<file path="src/source/i3c_pkg.sv">
// I3C controller shared definitions
package i3c_pkg;

  // CSR bus geometry
  parameter int unsigned CsrDw = 32;
  parameter int unsigned CsrAw = 4;

  // Default table index widths and SCL divider
  parameter int unsigned DatAwDefault = 4;
  parameter int unsigned DctAwDefault = 3;
  parameter int unsigned ClkDivDefault = 4;

  // Table entry widths
  parameter int unsigned DatWidth = 64;
  parameter int unsigned DctWidth = 128;

  typedef logic [CsrAw-1:0] csr_addr_t;
  typedef logic [CsrDw-1:0] csr_data_t;
  typedef logic [7:0] bus_byte_t;

  // Register map in word addresses
  parameter csr_addr_t CsrStatus = 4'd0;
  parameter csr_addr_t CsrCmd = 4'd1;
  parameter csr_addr_t CsrDatIndex = 4'd2;
  parameter csr_addr_t CsrDatWord0 = 4'd3;
  parameter csr_addr_t CsrDatWord1 = 4'd4;
  parameter csr_addr_t CsrDctIndex = 4'd5;
  parameter csr_addr_t CsrDctWord0 = 4'd6;
  parameter csr_addr_t CsrDctWord1 = 4'd7;
  parameter csr_addr_t CsrDctWord2 = 4'd8;
  parameter csr_addr_t CsrDctWord3 = 4'd9;

  // DAT entry as seen by the engine
  typedef struct packed {
    logic [39:0] rsvd_hi;
    logic        dyn_addr_par;
    logic [6:0]  dyn_addr;
    logic [8:0]  rsvd_lo;
    logic [6:0]  static_addr;
  } dat_entry_t;

  // Same entry as two CSR words with word 0 in the low half
  typedef union packed {
    dat_entry_t           fields;
    csr_data_t [1:0]      words;
  } dat_entry_u;

endpackage

</file>
<file path="src/source/prim_ram_1p.sv">
// Single-port table memory
`timescale 1ns/1ns

module prim_ram_1p #(
  parameter int unsigned Depth = 16,
  parameter int unsigned Width = 64,
  localparam int unsigned Aw = (Depth > 1) ? $clog2(Depth) : 1,
  localparam int unsigned Lanes = Width / 32
) (
  input  logic             clk_i,
  input  logic             rst_n_i,
  input  logic             req_i,
  input  logic             write_i,
  input  logic [Aw-1:0]    addr_i,
  input  logic [Width-1:0] wdata_i,
  input  logic [Lanes-1:0] wmask_i,
  output logic [Width-1:0] rdata_o
);

  logic [Width-1:0] mem [Depth];

  // Lane-masked write, registered read
  always_ff @(posedge clk_i) begin
    if (req_i) begin
      if (write_i) begin
        for (int l = 0; l < Lanes; l++) begin
          if (wmask_i[l]) begin
            mem[addr_i][l*32 +: 32] <= wdata_i[l*32 +: 32];
          end
        end
      end else begin
        rdata_o <= mem[addr_i];
      end
    end
  end

  a_addr_valid: assert property (@(posedge clk_i) disable iff (!rst_n_i)
    req_i |-> (!$isunknown(addr_i) && (addr_i < Depth)))
    else $error("Table access with bad address");

endmodule

</file>
<file path="src/source/i3c_regs.sv">
// I3C register block
`timescale 1ns/1ns

module i3c_regs #(
  parameter int unsigned DatAw = 4,
  parameter int unsigned DctAw = 3
) (
  input  logic                              clk_i,
  input  logic                              rst_n_i,
  // CSR bus
  input  logic                              csr_req_i,
  input  logic                              csr_we_i,
  input  i3c_pkg::csr_addr_t                csr_addr_i,
  input  i3c_pkg::csr_data_t                csr_wdata_i,
  output i3c_pkg::csr_data_t                csr_rdata_o,
  output logic                              csr_ack_o,
  // Transfer engine control
  output logic                              xfer_start_o,
  output logic [DatAw-1:0]                  xfer_index_o,
  output i3c_pkg::bus_byte_t                xfer_byte_o,
  input  logic                              xfer_busy_i,
  input  logic                              xfer_end_i,
  input  logic                              xfer_nack_i,
  // Engine side of the DAT port
  input  logic                              eng_dat_req_i,
  input  logic [DatAw-1:0]                  eng_dat_addr_i,
  output logic [i3c_pkg::DatWidth-1:0]      eng_dat_rdata_o,
  // DAT memory
  output logic                              dat_req_o,
  output logic                              dat_write_o,
  output logic [DatAw-1:0]                  dat_addr_o,
  output logic [i3c_pkg::DatWidth-1:0]      dat_wdata_o,
  output logic [i3c_pkg::DatWidth/32-1:0]   dat_wmask_o,
  input  logic [i3c_pkg::DatWidth-1:0]      dat_rdata_i,
  // DCT memory
  output logic                              dct_req_o,
  output logic                              dct_write_o,
  output logic [DctAw-1:0]                  dct_addr_o,
  output logic [i3c_pkg::DctWidth-1:0]      dct_wdata_o,
  output logic [i3c_pkg::DctWidth/32-1:0]   dct_wmask_o,
  input  logic [i3c_pkg::DctWidth-1:0]      dct_rdata_i
);

  logic [DatAw-1:0]    dat_index_q;
  logic [DctAw-1:0]    dct_index_q;
  logic                done_q;
  logic                nack_q;
  logic                is_dat_word;
  logic                is_dct_word;
  logic                start_d;
  logic                plain_ack_q;
  i3c_pkg::csr_data_t  plain_rdata;
  i3c_pkg::csr_data_t  plain_rdata_q;
  // Table access waiting for its memory slot
  logic                tbl_pend_q;
  logic                tbl_ack_q;
  logic                pend_dat_q;
  logic                pend_we_q;
  i3c_pkg::csr_addr_t  pend_addr_q;
  i3c_pkg::csr_data_t  pend_wdata_q;
  logic                sw_dat_go;
  logic                sw_dct_go;
  logic                dat_sel;
  logic [1:0]          dct_sel;
  i3c_pkg::dat_entry_u dat_rd;
  i3c_pkg::csr_data_t  tbl_word;

  assign is_dat_word = (csr_addr_i == i3c_pkg::CsrDatWord0) ||
                       (csr_addr_i == i3c_pkg::CsrDatWord1);
  assign is_dct_word = (csr_addr_i >= i3c_pkg::CsrDctWord0) &&
                       (csr_addr_i <= i3c_pkg::CsrDctWord3);

  // CMD write accepted only with the engine idle
  assign start_d = csr_req_i && csr_we_i && (csr_addr_i == i3c_pkg::CsrCmd) &&
                   !xfer_busy_i && !xfer_start_o;

  always_comb begin
    plain_rdata = '0;
    case (csr_addr_i)
      i3c_pkg::CsrStatus: plain_rdata[2:0] = {nack_q, done_q, xfer_busy_i | xfer_start_o};
      i3c_pkg::CsrCmd: begin
        plain_rdata[7:0] = xfer_byte_o;
        plain_rdata[16 +: DatAw] = xfer_index_o;
      end
      i3c_pkg::CsrDatIndex: plain_rdata = i3c_pkg::csr_data_t'(dat_index_q);
      i3c_pkg::CsrDctIndex: plain_rdata = i3c_pkg::csr_data_t'(dct_index_q);
      default: ;
    endcase
  end

  always_ff @(posedge clk_i or negedge rst_n_i) begin
    if (!rst_n_i) begin
      dat_index_q  <= '0;
      dct_index_q  <= '0;
      xfer_start_o <= 1'b0;
      xfer_index_o <= '0;
      xfer_byte_o  <= '0;
      done_q       <= 1'b0;
      nack_q       <= 1'b0;
      plain_ack_q  <= 1'b0;
      tbl_pend_q   <= 1'b0;
      tbl_ack_q    <= 1'b0;
    end else begin
      xfer_start_o <= start_d;
      plain_ack_q  <= csr_req_i && !is_dat_word && !is_dct_word;
      tbl_ack_q    <= sw_dat_go || sw_dct_go;
      if (csr_req_i && (is_dat_word || is_dct_word)) begin
        tbl_pend_q <= 1'b1;
      end else if (sw_dat_go || sw_dct_go) begin
        tbl_pend_q <= 1'b0;
      end
      if (csr_req_i && csr_we_i && (csr_addr_i == i3c_pkg::CsrDatIndex)) begin
        dat_index_q <= csr_wdata_i[DatAw-1:0];
      end
      if (csr_req_i && csr_we_i && (csr_addr_i == i3c_pkg::CsrDctIndex)) begin
        dct_index_q <= csr_wdata_i[DctAw-1:0];
      end
      if (start_d) begin
        xfer_index_o <= csr_wdata_i[16 +: DatAw];
        xfer_byte_o  <= csr_wdata_i[7:0];
        done_q       <= 1'b0;
        nack_q       <= 1'b0;
      end else if (xfer_end_i) begin
        done_q <= 1'b1;
        nack_q <= xfer_nack_i;
      end
    end
  end

  // Request payload held until the acknowledge
  always_ff @(posedge clk_i) begin
    if (csr_req_i) begin
      plain_rdata_q <= plain_rdata;
      pend_dat_q    <= is_dat_word;
      pend_we_q     <= csr_we_i;
      pend_addr_q   <= csr_addr_i;
      pend_wdata_q  <= csr_wdata_i;
    end
  end

  // Engine has priority on the DAT port
  assign sw_dat_go = tbl_pend_q && pend_dat_q && !eng_dat_req_i;
  assign sw_dct_go = tbl_pend_q && !pend_dat_q;

  assign dat_sel = (pend_addr_q == i3c_pkg::CsrDatWord1);
  assign dct_sel = 2'(pend_addr_q - i3c_pkg::CsrDctWord0);

  assign dat_req_o       = eng_dat_req_i || sw_dat_go;
  assign dat_write_o     = sw_dat_go && pend_we_q;
  assign dat_addr_o      = eng_dat_req_i ? eng_dat_addr_i : dat_index_q;
  assign dat_wdata_o     = {2{pend_wdata_q}};
  assign dat_wmask_o     = dat_sel ? 2'b10 : 2'b01;
  assign eng_dat_rdata_o = dat_rdata_i;

  assign dct_req_o   = sw_dct_go;
  assign dct_write_o = sw_dct_go && pend_we_q;
  assign dct_addr_o  = dct_index_q;
  assign dct_wdata_o = {4{pend_wdata_q}};
  assign dct_wmask_o = 4'b0001 << dct_sel;

  // Returned word picked from the entry
  assign dat_rd   = dat_rdata_i;
  assign tbl_word = pend_dat_q ? dat_rd.words[dat_sel] : dct_rdata_i[{dct_sel, 5'd0} +: 32];

  assign csr_ack_o   = plain_ack_q || tbl_ack_q;
  assign csr_rdata_o = tbl_ack_q ? tbl_word : plain_rdata_q;

  a_one_outstanding: assert property (@(posedge clk_i) disable iff (!rst_n_i)
    csr_req_i |-> !(tbl_pend_q || csr_ack_o))
    else $error("CSR request while another is outstanding");

endmodule

</file>
<file path="src/source/i3c_xfer_engine.sv">
// I3C private write engine
`timescale 1ns/1ns

module i3c_xfer_engine #(
  parameter int unsigned DatAw = 4,
  parameter int unsigned ClkDiv = 4
) (
  input  logic                         clk_i,
  input  logic                         rst_n_i,
  input  logic                         xfer_start_i,
  input  logic [DatAw-1:0]             xfer_index_i,
  input  i3c_pkg::bus_byte_t           xfer_byte_i,
  output logic                         xfer_busy_o,
  output logic                         xfer_end_o,
  output logic                         xfer_nack_o,
  output logic                         dat_req_o,
  output logic [DatAw-1:0]             dat_addr_o,
  input  logic [i3c_pkg::DatWidth-1:0] dat_rdata_i,
  input  logic                         scl_i,
  input  logic                         sda_i,
  output logic                         scl_o,
  output logic                         sda_o,
  output logic                         sel_od_pp_o
);

  localparam int unsigned CntW = (ClkDiv > 1) ? $clog2(ClkDiv) : 1;

  typedef enum logic [2:0] {
    StIdle, StDatReq, StDatWait, StStart, StAddr, StAck, StData, StStop
  } state_e;

  state_e              state_q;
  logic [CntW-1:0]     cnt_q;
  logic                ph_q;
  logic [3:0]          bit_q;
  logic [8:0]          shift_q;
  logic [DatAw-1:0]    idx_q;
  i3c_pkg::bus_byte_t  byte_q;
  logic                nack_q;
  logic                phase_end;
  logic                bit_end;
  logic                ack_ok;
  i3c_pkg::dat_entry_u dat_u;
  logic                scl_d;
  logic                sda_d;
  logic                od_pp_d;
  logic                frame_edge_q;

  assign phase_end = (cnt_q == CntW'(ClkDiv - 1));
  assign bit_end   = phase_end && ph_q;
  // Target pulls SDA low with the SCL line seen high
  assign ack_ok    = scl_i && !sda_i;
  assign dat_u     = dat_rdata_i;

  always_ff @(posedge clk_i or negedge rst_n_i) begin
    if (!rst_n_i) begin
      state_q <= StIdle;
      cnt_q   <= '0;
      ph_q    <= 1'b0;
      bit_q   <= '0;
      nack_q  <= 1'b0;
    end else begin
      case (state_q)
        StIdle: if (xfer_start_i) state_q <= StDatReq;
        StDatReq: state_q <= StDatWait;
        StDatWait: begin
          state_q <= StStart;
          cnt_q   <= '0;
          ph_q    <= 1'b0;
          nack_q  <= 1'b0;
        end
        default: begin
          cnt_q <= phase_end ? '0 : cnt_q + 1'b1;
          if (phase_end) ph_q <= ~ph_q;
          if (bit_end) begin
            case (state_q)
              StStart: begin
                state_q <= StAddr;
                bit_q   <= 4'd7;
              end
              StAddr: begin
                if (bit_q == '0) begin
                  state_q <= StAck;
                end else begin
                  bit_q <= bit_q - 1'b1;
                end
              end
              StAck: begin
                state_q <= ack_ok ? StData : StStop;
                nack_q  <= !ack_ok;
                bit_q   <= 4'd8;
              end
              StData: begin
                if (bit_q == '0) begin
                  state_q <= StStop;
                end else begin
                  bit_q <= bit_q - 1'b1;
                end
              end
              default: state_q <= StIdle;
            endcase
          end
        end
      endcase
    end
  end

  // Captured command and outgoing shift register
  always_ff @(posedge clk_i) begin
    if (xfer_start_i && (state_q == StIdle)) begin
      idx_q  <= xfer_index_i;
      byte_q <= xfer_byte_i;
    end
    if (state_q == StDatWait) begin
      shift_q <= {dat_u.fields.dyn_addr, 1'b0, 1'b0};
    end else if (bit_end && (state_q == StAck)) begin
      // T bit makes the total count of ones odd
      shift_q <= {byte_q, ~^byte_q};
    end else if (bit_end && ((state_q == StAddr) || (state_q == StData))) begin
      shift_q <= shift_q << 1;
    end
  end

  always_comb begin
    scl_d   = 1'b1;
    sda_d   = 1'b1;
    od_pp_d = 1'b0;
    case (state_q)
      StStart: sda_d = ~ph_q;
      StAddr, StAck, StData, StStop: begin
        scl_d   = ph_q;
        od_pp_d = (state_q == StData);
        if (!ph_q && (cnt_q == '0)) begin
          // Hold SDA for the cycle in which SCL falls
          sda_d = sda_o;
        end else if (state_q == StAck) begin
          sda_d = 1'b1;
        end else if (state_q == StStop) begin
          sda_d = 1'b0;
        end else begin
          sda_d = shift_q[8];
        end
      end
      default: ;
    endcase
  end

  always_ff @(posedge clk_i or negedge rst_n_i) begin
    if (!rst_n_i) begin
      scl_o        <= 1'b1;
      sda_o        <= 1'b1;
      sel_od_pp_o  <= 1'b0;
      frame_edge_q <= 1'b1;
    end else begin
      scl_o        <= scl_d;
      sda_o        <= sda_d;
      sel_od_pp_o  <= od_pp_d;
      frame_edge_q <= (state_q == StStart) || (state_q == StIdle);
    end
  end

  assign xfer_busy_o = (state_q != StIdle);
  // End pulse in the last STOP cycle
  assign xfer_end_o  = (state_q == StStop) && bit_end;
  assign xfer_nack_o = nack_q;
  assign dat_req_o   = (state_q == StDatReq);
  assign dat_addr_o  = idx_q;

  // SDA moves under a high SCL only for START and STOP
  a_sda_stable: assert property (@(posedge clk_i) disable iff (!rst_n_i)
    ($changed(sda_o) && scl_o && $past(scl_o)) |-> frame_edge_q)
    else $error("SDA changed while SCL high outside START/STOP");

endmodule

</file>
<file path="src/source/i3c_wrapper.sv">
// I3C controller top level
`timescale 1ns/1ns

module i3c_wrapper #(
  parameter int unsigned DatAw = i3c_pkg::DatAwDefault,
  parameter int unsigned DctAw = i3c_pkg::DctAwDefault,
  parameter int unsigned ClkDiv = i3c_pkg::ClkDivDefault
) (
  input  logic               clk_i,
  input  logic               rst_n_i,
  input  logic               csr_req_i,
  input  logic               csr_we_i,
  input  i3c_pkg::csr_addr_t csr_addr_i,
  input  i3c_pkg::csr_data_t csr_wdata_i,
  output i3c_pkg::csr_data_t csr_rdata_o,
  output logic               csr_ack_o,
  input  logic               scl_i,
  input  logic               sda_i,
  output logic               scl_o,
  output logic               sda_o,
  output logic               sel_od_pp_o
);

  logic                              xfer_start;
  logic [DatAw-1:0]                  xfer_index;
  i3c_pkg::bus_byte_t                xfer_byte;
  logic                              xfer_busy;
  logic                              xfer_end;
  logic                              xfer_nack;
  logic                              eng_dat_req;
  logic [DatAw-1:0]                  eng_dat_addr;
  logic [i3c_pkg::DatWidth-1:0]      eng_dat_rdata;
  logic                              dat_req;
  logic                              dat_write;
  logic [DatAw-1:0]                  dat_addr;
  logic [i3c_pkg::DatWidth-1:0]      dat_wdata;
  logic [i3c_pkg::DatWidth/32-1:0]   dat_wmask;
  logic [i3c_pkg::DatWidth-1:0]      dat_rdata;
  logic                              dct_req;
  logic                              dct_write;
  logic [DctAw-1:0]                  dct_addr;
  logic [i3c_pkg::DctWidth-1:0]      dct_wdata;
  logic [i3c_pkg::DctWidth/32-1:0]   dct_wmask;
  logic [i3c_pkg::DctWidth-1:0]      dct_rdata;

  i3c_regs #(
    .DatAw(DatAw),
    .DctAw(DctAw)
  ) i_i3c_regs (
    .clk_i,
    .rst_n_i,
    .csr_req_i,
    .csr_we_i,
    .csr_addr_i,
    .csr_wdata_i,
    .csr_rdata_o,
    .csr_ack_o,
    .xfer_start_o   (xfer_start),
    .xfer_index_o   (xfer_index),
    .xfer_byte_o    (xfer_byte),
    .xfer_busy_i    (xfer_busy),
    .xfer_end_i     (xfer_end),
    .xfer_nack_i    (xfer_nack),
    .eng_dat_req_i  (eng_dat_req),
    .eng_dat_addr_i (eng_dat_addr),
    .eng_dat_rdata_o(eng_dat_rdata),
    .dat_req_o      (dat_req),
    .dat_write_o    (dat_write),
    .dat_addr_o     (dat_addr),
    .dat_wdata_o    (dat_wdata),
    .dat_wmask_o    (dat_wmask),
    .dat_rdata_i    (dat_rdata),
    .dct_req_o      (dct_req),
    .dct_write_o    (dct_write),
    .dct_addr_o     (dct_addr),
    .dct_wdata_o    (dct_wdata),
    .dct_wmask_o    (dct_wmask),
    .dct_rdata_i    (dct_rdata)
  );

  i3c_xfer_engine #(
    .DatAw (DatAw),
    .ClkDiv(ClkDiv)
  ) i_i3c_xfer_engine (
    .clk_i,
    .rst_n_i,
    .xfer_start_i(xfer_start),
    .xfer_index_i(xfer_index),
    .xfer_byte_i (xfer_byte),
    .xfer_busy_o (xfer_busy),
    .xfer_end_o  (xfer_end),
    .xfer_nack_o (xfer_nack),
    .dat_req_o   (eng_dat_req),
    .dat_addr_o  (eng_dat_addr),
    .dat_rdata_i (eng_dat_rdata),
    .scl_i,
    .sda_i,
    .scl_o,
    .sda_o,
    .sel_od_pp_o
  );

  prim_ram_1p #(
    .Depth(2 ** DatAw),
    .Width(i3c_pkg::DatWidth)
  ) dat_memory (
    .clk_i,
    .rst_n_i,
    .req_i  (dat_req),
    .write_i(dat_write),
    .addr_i (dat_addr),
    .wdata_i(dat_wdata),
    .wmask_i(dat_wmask),
    .rdata_o(dat_rdata)
  );

  prim_ram_1p #(
    .Depth(2 ** DctAw),
    .Width(i3c_pkg::DctWidth)
  ) dct_memory (
    .clk_i,
    .rst_n_i,
    .req_i  (dct_req),
    .write_i(dct_write),
    .addr_i (dct_addr),
    .wdata_i(dct_wdata),
    .wmask_i(dct_wmask),
    .rdata_o(dct_rdata)
  );

endmodule

</file>
<file path="config.mk">
export PLATFORM = sky130hd
export DESIGN_NAME = i3c_wrapper
export DESIGN_NICKNAME = d
export VERILOG_FILES = /design/src/source/i3c_pkg.sv /design/src/source/prim_ram_1p.sv /design/src/source/i3c_regs.sv /design/src/source/i3c_xfer_engine.sv /design/src/source/i3c_wrapper.sv
export SDC_FILE = /design/constraint.sdc
export NUM_CORES = 2
export LEC_CHECK = 0
export ABC_AREA = 1
export BUFFER_PORTS_ARGS = -buffer_cell sky130_fd_sc_hd__buf_2
export CORE_MARGIN = 2
export CORE_UTILIZATION = 40
export CTS_CLUSTER_DIAMETER = 200
export DETAILED_ROUTE_END_ITERATION = 16
export PLACE_DENSITY = 0.56
export SYNTH_ARGS = -nofsm -noshare
export SYNTH_HDL_FRONTEND = slang
export SYNTH_SLANG_ARGS = --single-unit
</file>
<file path="constraint.sdc">
create_clock -name clk_i -period 16 [get_ports clk_i]
set_clock_uncertainty 0.05 [all_clocks]
set_input_delay 3.2 -clock clk_i [delete_from_list [all_inputs] [get_ports clk_i]]
set_output_delay 3.2 -clock clk_i [all_outputs]
set_load 0.01 [all_outputs]
</file>
# Yosys cells after proc, flatten, opt, wreduce, memory -nomap -nowiden
# Memories as Yosys holds them, arrays and structs flattened. A register that Yosys moved wholly into a read port is not among the register bits.
# Index checks and enable logic that the tools add are counted.
[totals]
register_bits = 110
latchBits = 0
ramBits = 2048
rom_bits = 0
input_bits = 42
out_inout_bits = 36
word_cells = 188
memories = 2
[memory_table]
columns = ["memory", "words", "word_bits", "read_ports", "rd_clocked_by_memory_dff", "write_ports", "line", "text"]
rows = [
  ["dat_memory.mem", 16, 64, 1, 1, 1, "prim_ram_1p.sv:20", "logic [Width-1:0] mem [Depth];"],
  ["dct_memory.mem", 8, 128, 1, 1, 1, "prim_ram_1p.sv:20", ""],
]
[classes]
n_addsub = 3
multipliers = 0
div_mod_pow = 0
n_lt_le_gt_ge = 3
n_eq_ne = 19
shift = 2
n_mux = 63
n_bitwise = 6
n_reduce_logical = 62
[ops]
columns = ["cell", "count"]
rows = [
  ["2-to-1 mux 32 bit", 4],
  ["variable part select 128 x 8 -> 32 bit", 1],
  ["2-to-1 mux 1 bit", 39],
  ["2-to-1 mux 9 bit", 3],
  ["case mux 3 bit (4 select lines)", 2],
  ["logical AND 1 bit", 22],
  ["equality test 3 bit (second input constant)", 4],
  ["equality test 4 x 3 -> 1 bit (second input constant)", 3],
  ["2-to-1 mux 3 bit", 4],
  ["case mux 4 bit (3 select lines)", 1],
  ["nonzero test 2 bit", 6],
  ["!= test 5 x 2 -> 1 bit (second input constant)", 2],
  ["case mux 5 bit (2 select lines)", 1],
  ["logical NOT 1 bit", 9],
  ["case mux 3 bit (3 select lines)", 1],
  ["nonzero test 3 bit", 3],
  ["equality test 4 x 2 -> 1 bit (second input constant)", 2],
  ["logical NOT 4 bit", 2],
  ["2-to-1 mux 4 bit", 2],
  ["AND reduction 4 bit", 2],
  ["XNOR reduction 8 bit", 1],
  ["equality test 3 x 2 -> 1 bit (second input constant)", 2],
  ["logical OR 1 bit", 6],
  ["!= test 2 bit (second input constant)", 3],
  ["23 further kinds", 33],
]

# Depth between registers and ports, before layout
[depth]
word_depth = 7
mapped_depth = 15
depth_no_buf = 12

# Hierarchy
# From an unflattened synthesis, not the netlist that was laid out.
[hier_totals]
hier_cells = 9471
area_unflattened_um2 = 99246.4
[modules_own_cells]
columns = ["mod", "instances", "cells_each", "area_each_um2", "seq_area_each_um2"]
rows = [
  ["prim_ram_1p at dct_memory", 1, 4090, 46055.4, 34593.2],
  ["prim_ram_1p at dat_memory", 1, 4217, 44682.9, 32671.3],
  ["i3c_regs", 1, 932, 6523.8, 2127.0],
  ["i3c_xfer_engine", 1, 232, 1984.4, 963.4],
]

# Least setup slack after synthesis
# OpenSTA, ideal clock, no wires.
[synth_timing]
path_type = "register -> register"
start = "register i_i3c_regs.pend_dat_q"
end = "register dct_memory.rdata_o[0], read port of dct_memory.mem (enable)"
setup_ns = 0.616
t_arrival_ns = 5.970
required_time_ns = 15.334
setup_slack_ns = 9.364
path_stages_with_launch = 4
path_buffers = 0
synth_period_minus_slack_ns = 6.636
path_cell_list = "edfxtp_1 -> inv_2 -> nand2_1 -> nor2_1"
[synth_via]
elab_chain_len = 5
[synth_rtl]
columns = ["element", "line", "text"]
rows = [
  ["start, declared", "i3c_regs.sv:57", "logic pend_dat_q;"],
  ["start signal, assigned", "i3c_regs.sv:134", "pend_dat_q <= is_dat_word;"],
  ["logical NOT 1 bit (*)", "i3c_regs.sv:143", "assign sw_dct_go = tbl_pend_q && !pend_dat_q;"],
  ["logical AND 1 bit (*)", "i3c_regs.sv:143", ""],
  ["logical AND 1 bit", "i3c_regs.sv:156", "assign dct_write_o = sw_dct_go && pend_we_q;"],
  ["NOT 1 bit (no source line)", "n/a", ""],
  ["AND reduction 2 bit (no source line) (*)", "n/a", ""],
  ["end, declared", "prim_ram_1p.sv:17", "output logic [Width-1:0] rdata_o"],
]
# Mark *: on every way between the ends. The rest lies on a longest branch, timed or not.
# A chain may end at the register's enable or synchronous reset.

# Worst setup path after layout
[layout_timing]
start = "register i_i3c_regs.pend_addr_q[0]"
end = "output csr_rdata_o[12]"
[layout_via]
elab_chain_len = 5
elab_cells_between_ends = 7
classes_between = "add/sub (1); eq/ne (1); shift (1); mux (4)"
[layout_rtl]
columns = ["element", "line", "text"]
rows = [
  ["start, declared", "i3c_regs.sv:59", "i3c_pkg::csr_addr_t pend_addr_q;"],
  ["start signal, assigned", "i3c_regs.sv:136", "pend_addr_q <= csr_addr_i;"],
  ["parallel branches: the longest is 3 deep, another holds subtractor 2 bit", "n/a", ""],
  ["2-to-1 mux 32 bit (*)", "i3c_regs.sv:163", "assign tbl_word = pend_dat_q ? dat_rd.words[dat_sel] : dct_rdata_i[{dct_sel, 5'd0} +: 32];"],
  ["2-to-1 mux 32 bit (*)", "i3c_regs.sv:166", "assign csr_rdata_o = tbl_ack_q ? tbl_word : plain_rdata_q;"],
  ["end, declared", "i3c_wrapper.sv:15", "output i3c_pkg::csr_data_t csr_rdata_o,"],
]
# Mark *: on every way between the ends. The select of a mux whose other input is x is not followed.

==> impl_summary.log <==
INFO  metric maximum_number_of_pins_on_one_net_before_global_route_repair = 180
INFO  metric hpwl_after_dpl = roughly 160,000 µm
INFO  metric area_of_the_core = approximately 0.23 mm²
INFO  metric global_route_wire_length_before_repair = between 400,000 and 500,000 µm
INFO  metric muxShareOfSynthArea = 0%
INFO  metric class_of_the_tightest_hold_or_removal_check = flip-flop to flip-flop
INFO  metric max_slew.worst_pin.slew = 1.34 ns
INFO  metric whs_path_depth = 0
INFO  metric finalNetCount = 7,579
INFO  metric critical_path.endpoint_type = output port
INFO  metric slew_headroom = 9.90%
INFO  metric compound_gate_portion_of_the_synthesized_area = between 3 and 4%
INFO  metric yosysMostFrequentCell = sky130_fd_sc_hd__nand2_1
INFO  metric count_of_synthesis_stage_warnings_from_yosys = 0
INFO  metric critical_path_class = flip-flop to output port
INFO  metric period_share = 47.9%
INFO  metric nFillCells = 20.7k
INFO  metric outcome = finished, final reports clean
INFO  metric gr_peak_layer = met2
INFO  metric synthTopCellsByCount = sky130_fd_sc_hd__nand2_1 (2,888), sky130_fd_sc_hd__edfxtp_1 (2,309), sky130_fd_sc_hd__nand3_1 (607)
INFO  metric worstPathMaxFanout = 32
INFO  metric critical_path_required_time = 12.75 ns
INFO  metric routed_wl_per_cell = 26.6 µm
INFO  metric synth_xor_xnor_area_share = less than 1%
INFO  metric cts.reportedPaths.clkPinSlew = 0.06 ns
INFO  metric asyncSetResetFlopFracSynth = under 10%
INFO  metric die_height = 486 µm
INFO  metric grt_antenna_before_repair = 27
INFO  metric peakVddDrop = 0.111 mV
INFO  metric final_report_setup_violation_count = 0
INFO  metric port_buffers = 77
INFO  metric area_enclosed_by_the_die_boundary = 0.236 mm²
INFO  metric synthesis.instances = 7,462
INFO  metric syn_avg_cell_area = 12.4 µm²
INFO  metric yosys.area_share.simple = between 10% and 20%
INFO  metric globalplace.congestion = about 0.95
INFO  metric setup_tns = 0 ns
INFO  metric holdBufCountCts = 0
INFO  metric worstSetupStartpointType = flip-flop
INFO  metric die_width = approximately 490 µm
INFO  metric totalWireLength = 286,000 µm
INFO  metric cts.root.buffer_cell = sky130_fd_sc_hd__clkbuf_16
INFO  metric post-cts-setup-buffers = 0
INFO  metric synthesis.nets = 7,508
INFO  metric cts_bufs_inserted = 235
INFO  metric worst_skew_pair.late_latency = 0.90 ns
INFO  metric clk_path_buf_depth = 3
INFO  metric global_route.overflow_total = 0
INFO  metric area_growth_syn_to_layout = 12.3%
INFO  metric vias = 58.2k
INFO  metric viasPerCell = 5.40
INFO  metric length_of_the_first_detailed_routing_pass_in_iterations = 8
INFO  metric drtIter0Drc = ~6.7k
INFO  metric critPathArrivalTime = 4.41 ns
INFO  metric dominantRegCellSynth = sky130_fd_sc_hd__edfxtp_1
INFO  metric synth.yosys.seq_area_share = 75.8%
INFO  metric grt.met1_usage = between 30% and 40%
INFO  metric floorplan.initialDensity = 40.3%
INFO  metric synth_edf_count = 2,309
INFO  metric p_leak = 38.5 nW
INFO  metric final_hold_viol_count = 0
INFO  metric post_route_cells_drive_above_1_share = under 10%
INFO  metric cap_violations = 0
INFO  metric cts_tree = yes
INFO  metric final_core_utilization = 45.3%
INFO  metric synthAdderAreaFrac = 0.0539%
INFO  metric io-pin-count = 78
INFO  metric cts_num_sinks = 2,350
INFO  metric final.min_clock_period = ~7.7 ns
INFO  metric postSynthRegisterBits = 2,350
INFO  metric mappedNetlistArea = between 0.09 and 0.1 mm²
INFO  metric p_per_area = 137 mW/mm²
INFO  metric fp-row-count = between 150 and 200
INFO  metric use_met2 = 38.2%
INFO  metric grt_pass1_vias = around 54k
INFO  metric post_drt_antenna_nets = 0
INFO  metric maxClockFrequency = 130 MHz
INFO  metric cts_resized = 0
INFO  metric timing.final.max_slew_violations = 0
INFO  metric synth.distinct_cells = 39
INFO  metric grt_setup_unrepaired = false
INFO  metric grt_util_met3 = 3.66%
INFO  metric clock_tree.htree_level_count = 4
INFO  metric netlist.area_leader.share = 74.7%
INFO  metric gr-usage-all-layers = 23.9%
INFO  metric drt_drc_violations_left = 0
INFO  metric ranking_of_synthesized_cells_by_area = sky130_fd_sc_hd__edfxtp_1 (75%), sky130_fd_sc_hd__nand2_1 (12%), sky130_fd_sc_hd__nand3_1 (3.3%)
INFO  metric synth_top_family_by_area = simple AND/OR/NAND/NOR gates
INFO  metric yosys.area.top_type = sky130_fd_sc_hd__edfxtp_1
INFO  metric worst-r2r-cell-count = 12
## flip-flops by register name, summed over array words and instances (netlist names), 3 cells and up
| name | cells |
|---|---|
| dat_memory.mem | 1024 |
| dat_memory.rdata_o | 64 |
| dct_memory.mem | 1024 |
| dct_memory.rdata_o | 128 |
| i_i3c_regs.dat_index_q | 4 |
| i_i3c_regs.dct_addr_o | 3 |
| i_i3c_regs.pend_addr_q | 4 |
| i_i3c_regs.pend_wdata_q | 32 |
| i_i3c_regs.plain_rdata_q | 12 |
| i_i3c_regs.xfer_byte_o | 8 |
| i_i3c_regs.xfer_index_o | 4 |
| i_i3c_xfer_engine.bit_q | 4 |
| i_i3c_xfer_engine.byte_q | 8 |
| i_i3c_xfer_engine.dat_addr_o | 4 |
| i_i3c_xfer_engine.shift_q | 9 |
| i_i3c_xfer_engine.state_q | 3 |
## final cells by class
| cell class | count | area (µm²) | area share [%] |
|---|---|---|---|
| Sequential cell | 2350 | 70400 | 67.5 |
| Multi-Input combinational cell | 4416 | 19900 | 19.1 |
| Clock buffer | 290 | 6150 | 5.90 |
| Tap cell | 3026 | 3790 | 3.63 |
| Timing Repair Buffer | 239 | 1660 | 1.60 |
| Clock inverter | 145 | 1220 | 1.17 |
| Inverter | 291 | 1120 | 1.07 |
| Antenna cell | 9 | 22.5 | 0.0216 |
## power breakdown
part / leakage, nW / total (mW) / switching [mW] / internal [mW]
Combinational: 13.6 / 2.01 / 1.59 / 0.421
Clock: 3.60 / 5.31 / 2.36 / 2.95
Sequential: 21.3 / 6.94 / 0.0298 / 6.91
## worst max-delay path: stages, from the launching register on
cell and delay [ns]:
sky130_fd_sc_hd__edfxtp_1 0.76, sky130_fd_sc_hd__nor2_2 0.26, sky130_fd_sc_hd__nand2_1 0.09, sky130_fd_sc_hd__inv_1 0.85, sky130_fd_sc_hd__nand2_1 0.11, sky130_fd_sc_hd__nand2_1 0.11
sky130_fd_sc_hd__a21oi_1 0.04, sky130_fd_sc_hd__nor3_1 1.01, sky130_fd_sc_hd__buf_2 0.29
## through the flow
| stage | setup WS (ns) | total power, mW | hold slack, ns | instance area (µm²) | std cells |
|---|---|---|---|---|---|
| floorplan | 9.36 | 8.13 | 0.375 | 92800 | 7462 |
| global placement | 9.34 | 9.06 | 0.380 | 96900 | 10300 |
| detailed placement | 9.36 | 9.07 | 0.381 | 96900 | 10300 |
| CTS | 8.39 | 14.3 | 0.396 | 104000 | 10800 |
| global route | 8.28 | 14.7 | 0.408 | 104000 | 10800 |
| finish | 8.34 | 14.3 | 0.391 | 104000 | 10800 |
## final timing paths
check / to / startpoint / slack, ns
worst max-delay path: csr_rdata_o[12] / i_i3c_regs.pend_addr_q[0]$_DFFE_PP_ / 8.34
worst min-delay path: i_i3c_xfer_engine.byte_q[6]$_DFFE_PP_ / i_i3c_regs.xfer_byte_o[6]$_DFFE_PN0P_ / 0.39
worst max register to register: dat_memory.rdata_o[13]$_DFFE_PP_ / i_i3c_xfer_engine.state_q[0]$_DFFE_PN0P_ / 10.67
worst min register to register: i_i3c_xfer_engine.byte_q[6]$_DFFE_PP_ / i_i3c_regs.xfer_byte_o[6]$_DFFE_PN0P_ / 0.39
max in group asynchronous: i_i3c_regs.plain_ack_q$_DFF_PN0_ / rst_n_i / 12.83
min in group asynchronous: i_i3c_xfer_engine.xfer_nack_o$_DFFE_PN0P_ / rst_n_i / 2.41
## kinds of logic after synthesis
kind of cell,Yosys count
DFF,2350
xor gates and xnor gates,7
buffers and inverters,696
adders and majority gates,4
and+or+nand+nor,3910
AOI/OAI and AO/OA,495
## layout by cell type (no fill, tap or decap), types with 9 or more instances in the layout
cell type / count
sky130_fd_sc_hd__bufinv_16: 14
sky130_fd_sc_hd__buf_2: 77
sky130_fd_sc_hd__nor2_4: 37
sky130_fd_sc_hd__a22o_1: 90
sky130_fd_sc_hd__clkinv_2: 46
sky130_fd_sc_hd__nor3_1: 42
sky130_fd_sc_hd__nand4_1: 109
sky130_fd_sc_hd__a21oi_1: 121
sky130_fd_sc_hd__buf_4: 157
sky130_fd_sc_hd__nor3_2: 33
sky130_fd_sc_hd__dfrtp_1: 37
sky130_fd_sc_hd__a221oi_1: 51
sky130_fd_sc_hd__edfxtp_1: 2309
sky130_fd_sc_hd__clkbuf_1: 52
sky130_fd_sc_hd__clkbuf_16: 238
sky130_fd_sc_hd__a22oi_1: 130
sky130_fd_sc_hd__inv_1: 279
sky130_fd_sc_hd__nor2_1: 176
sky130_fd_sc_hd__nand3_1: 607
sky130_fd_sc_hd__diode_2: 9
sky130_fd_sc_hd__o21ai_0: 53
sky130_fd_sc_hd__a211oi_1: 11
sky130_fd_sc_hd__clkinv_1: 64
sky130_fd_sc_hd__nand2_1: 2887
sky130_fd_sc_hd__o31a_1: 20
## routing by layer
layer  part of all wire, %  routed length (µm)
met5                 0.012                  34
met3                   7.2               20600
met4                   4.2               12000
met1                    41              118000
met2                    47              135000
Power figures use the tool's default switching activity.
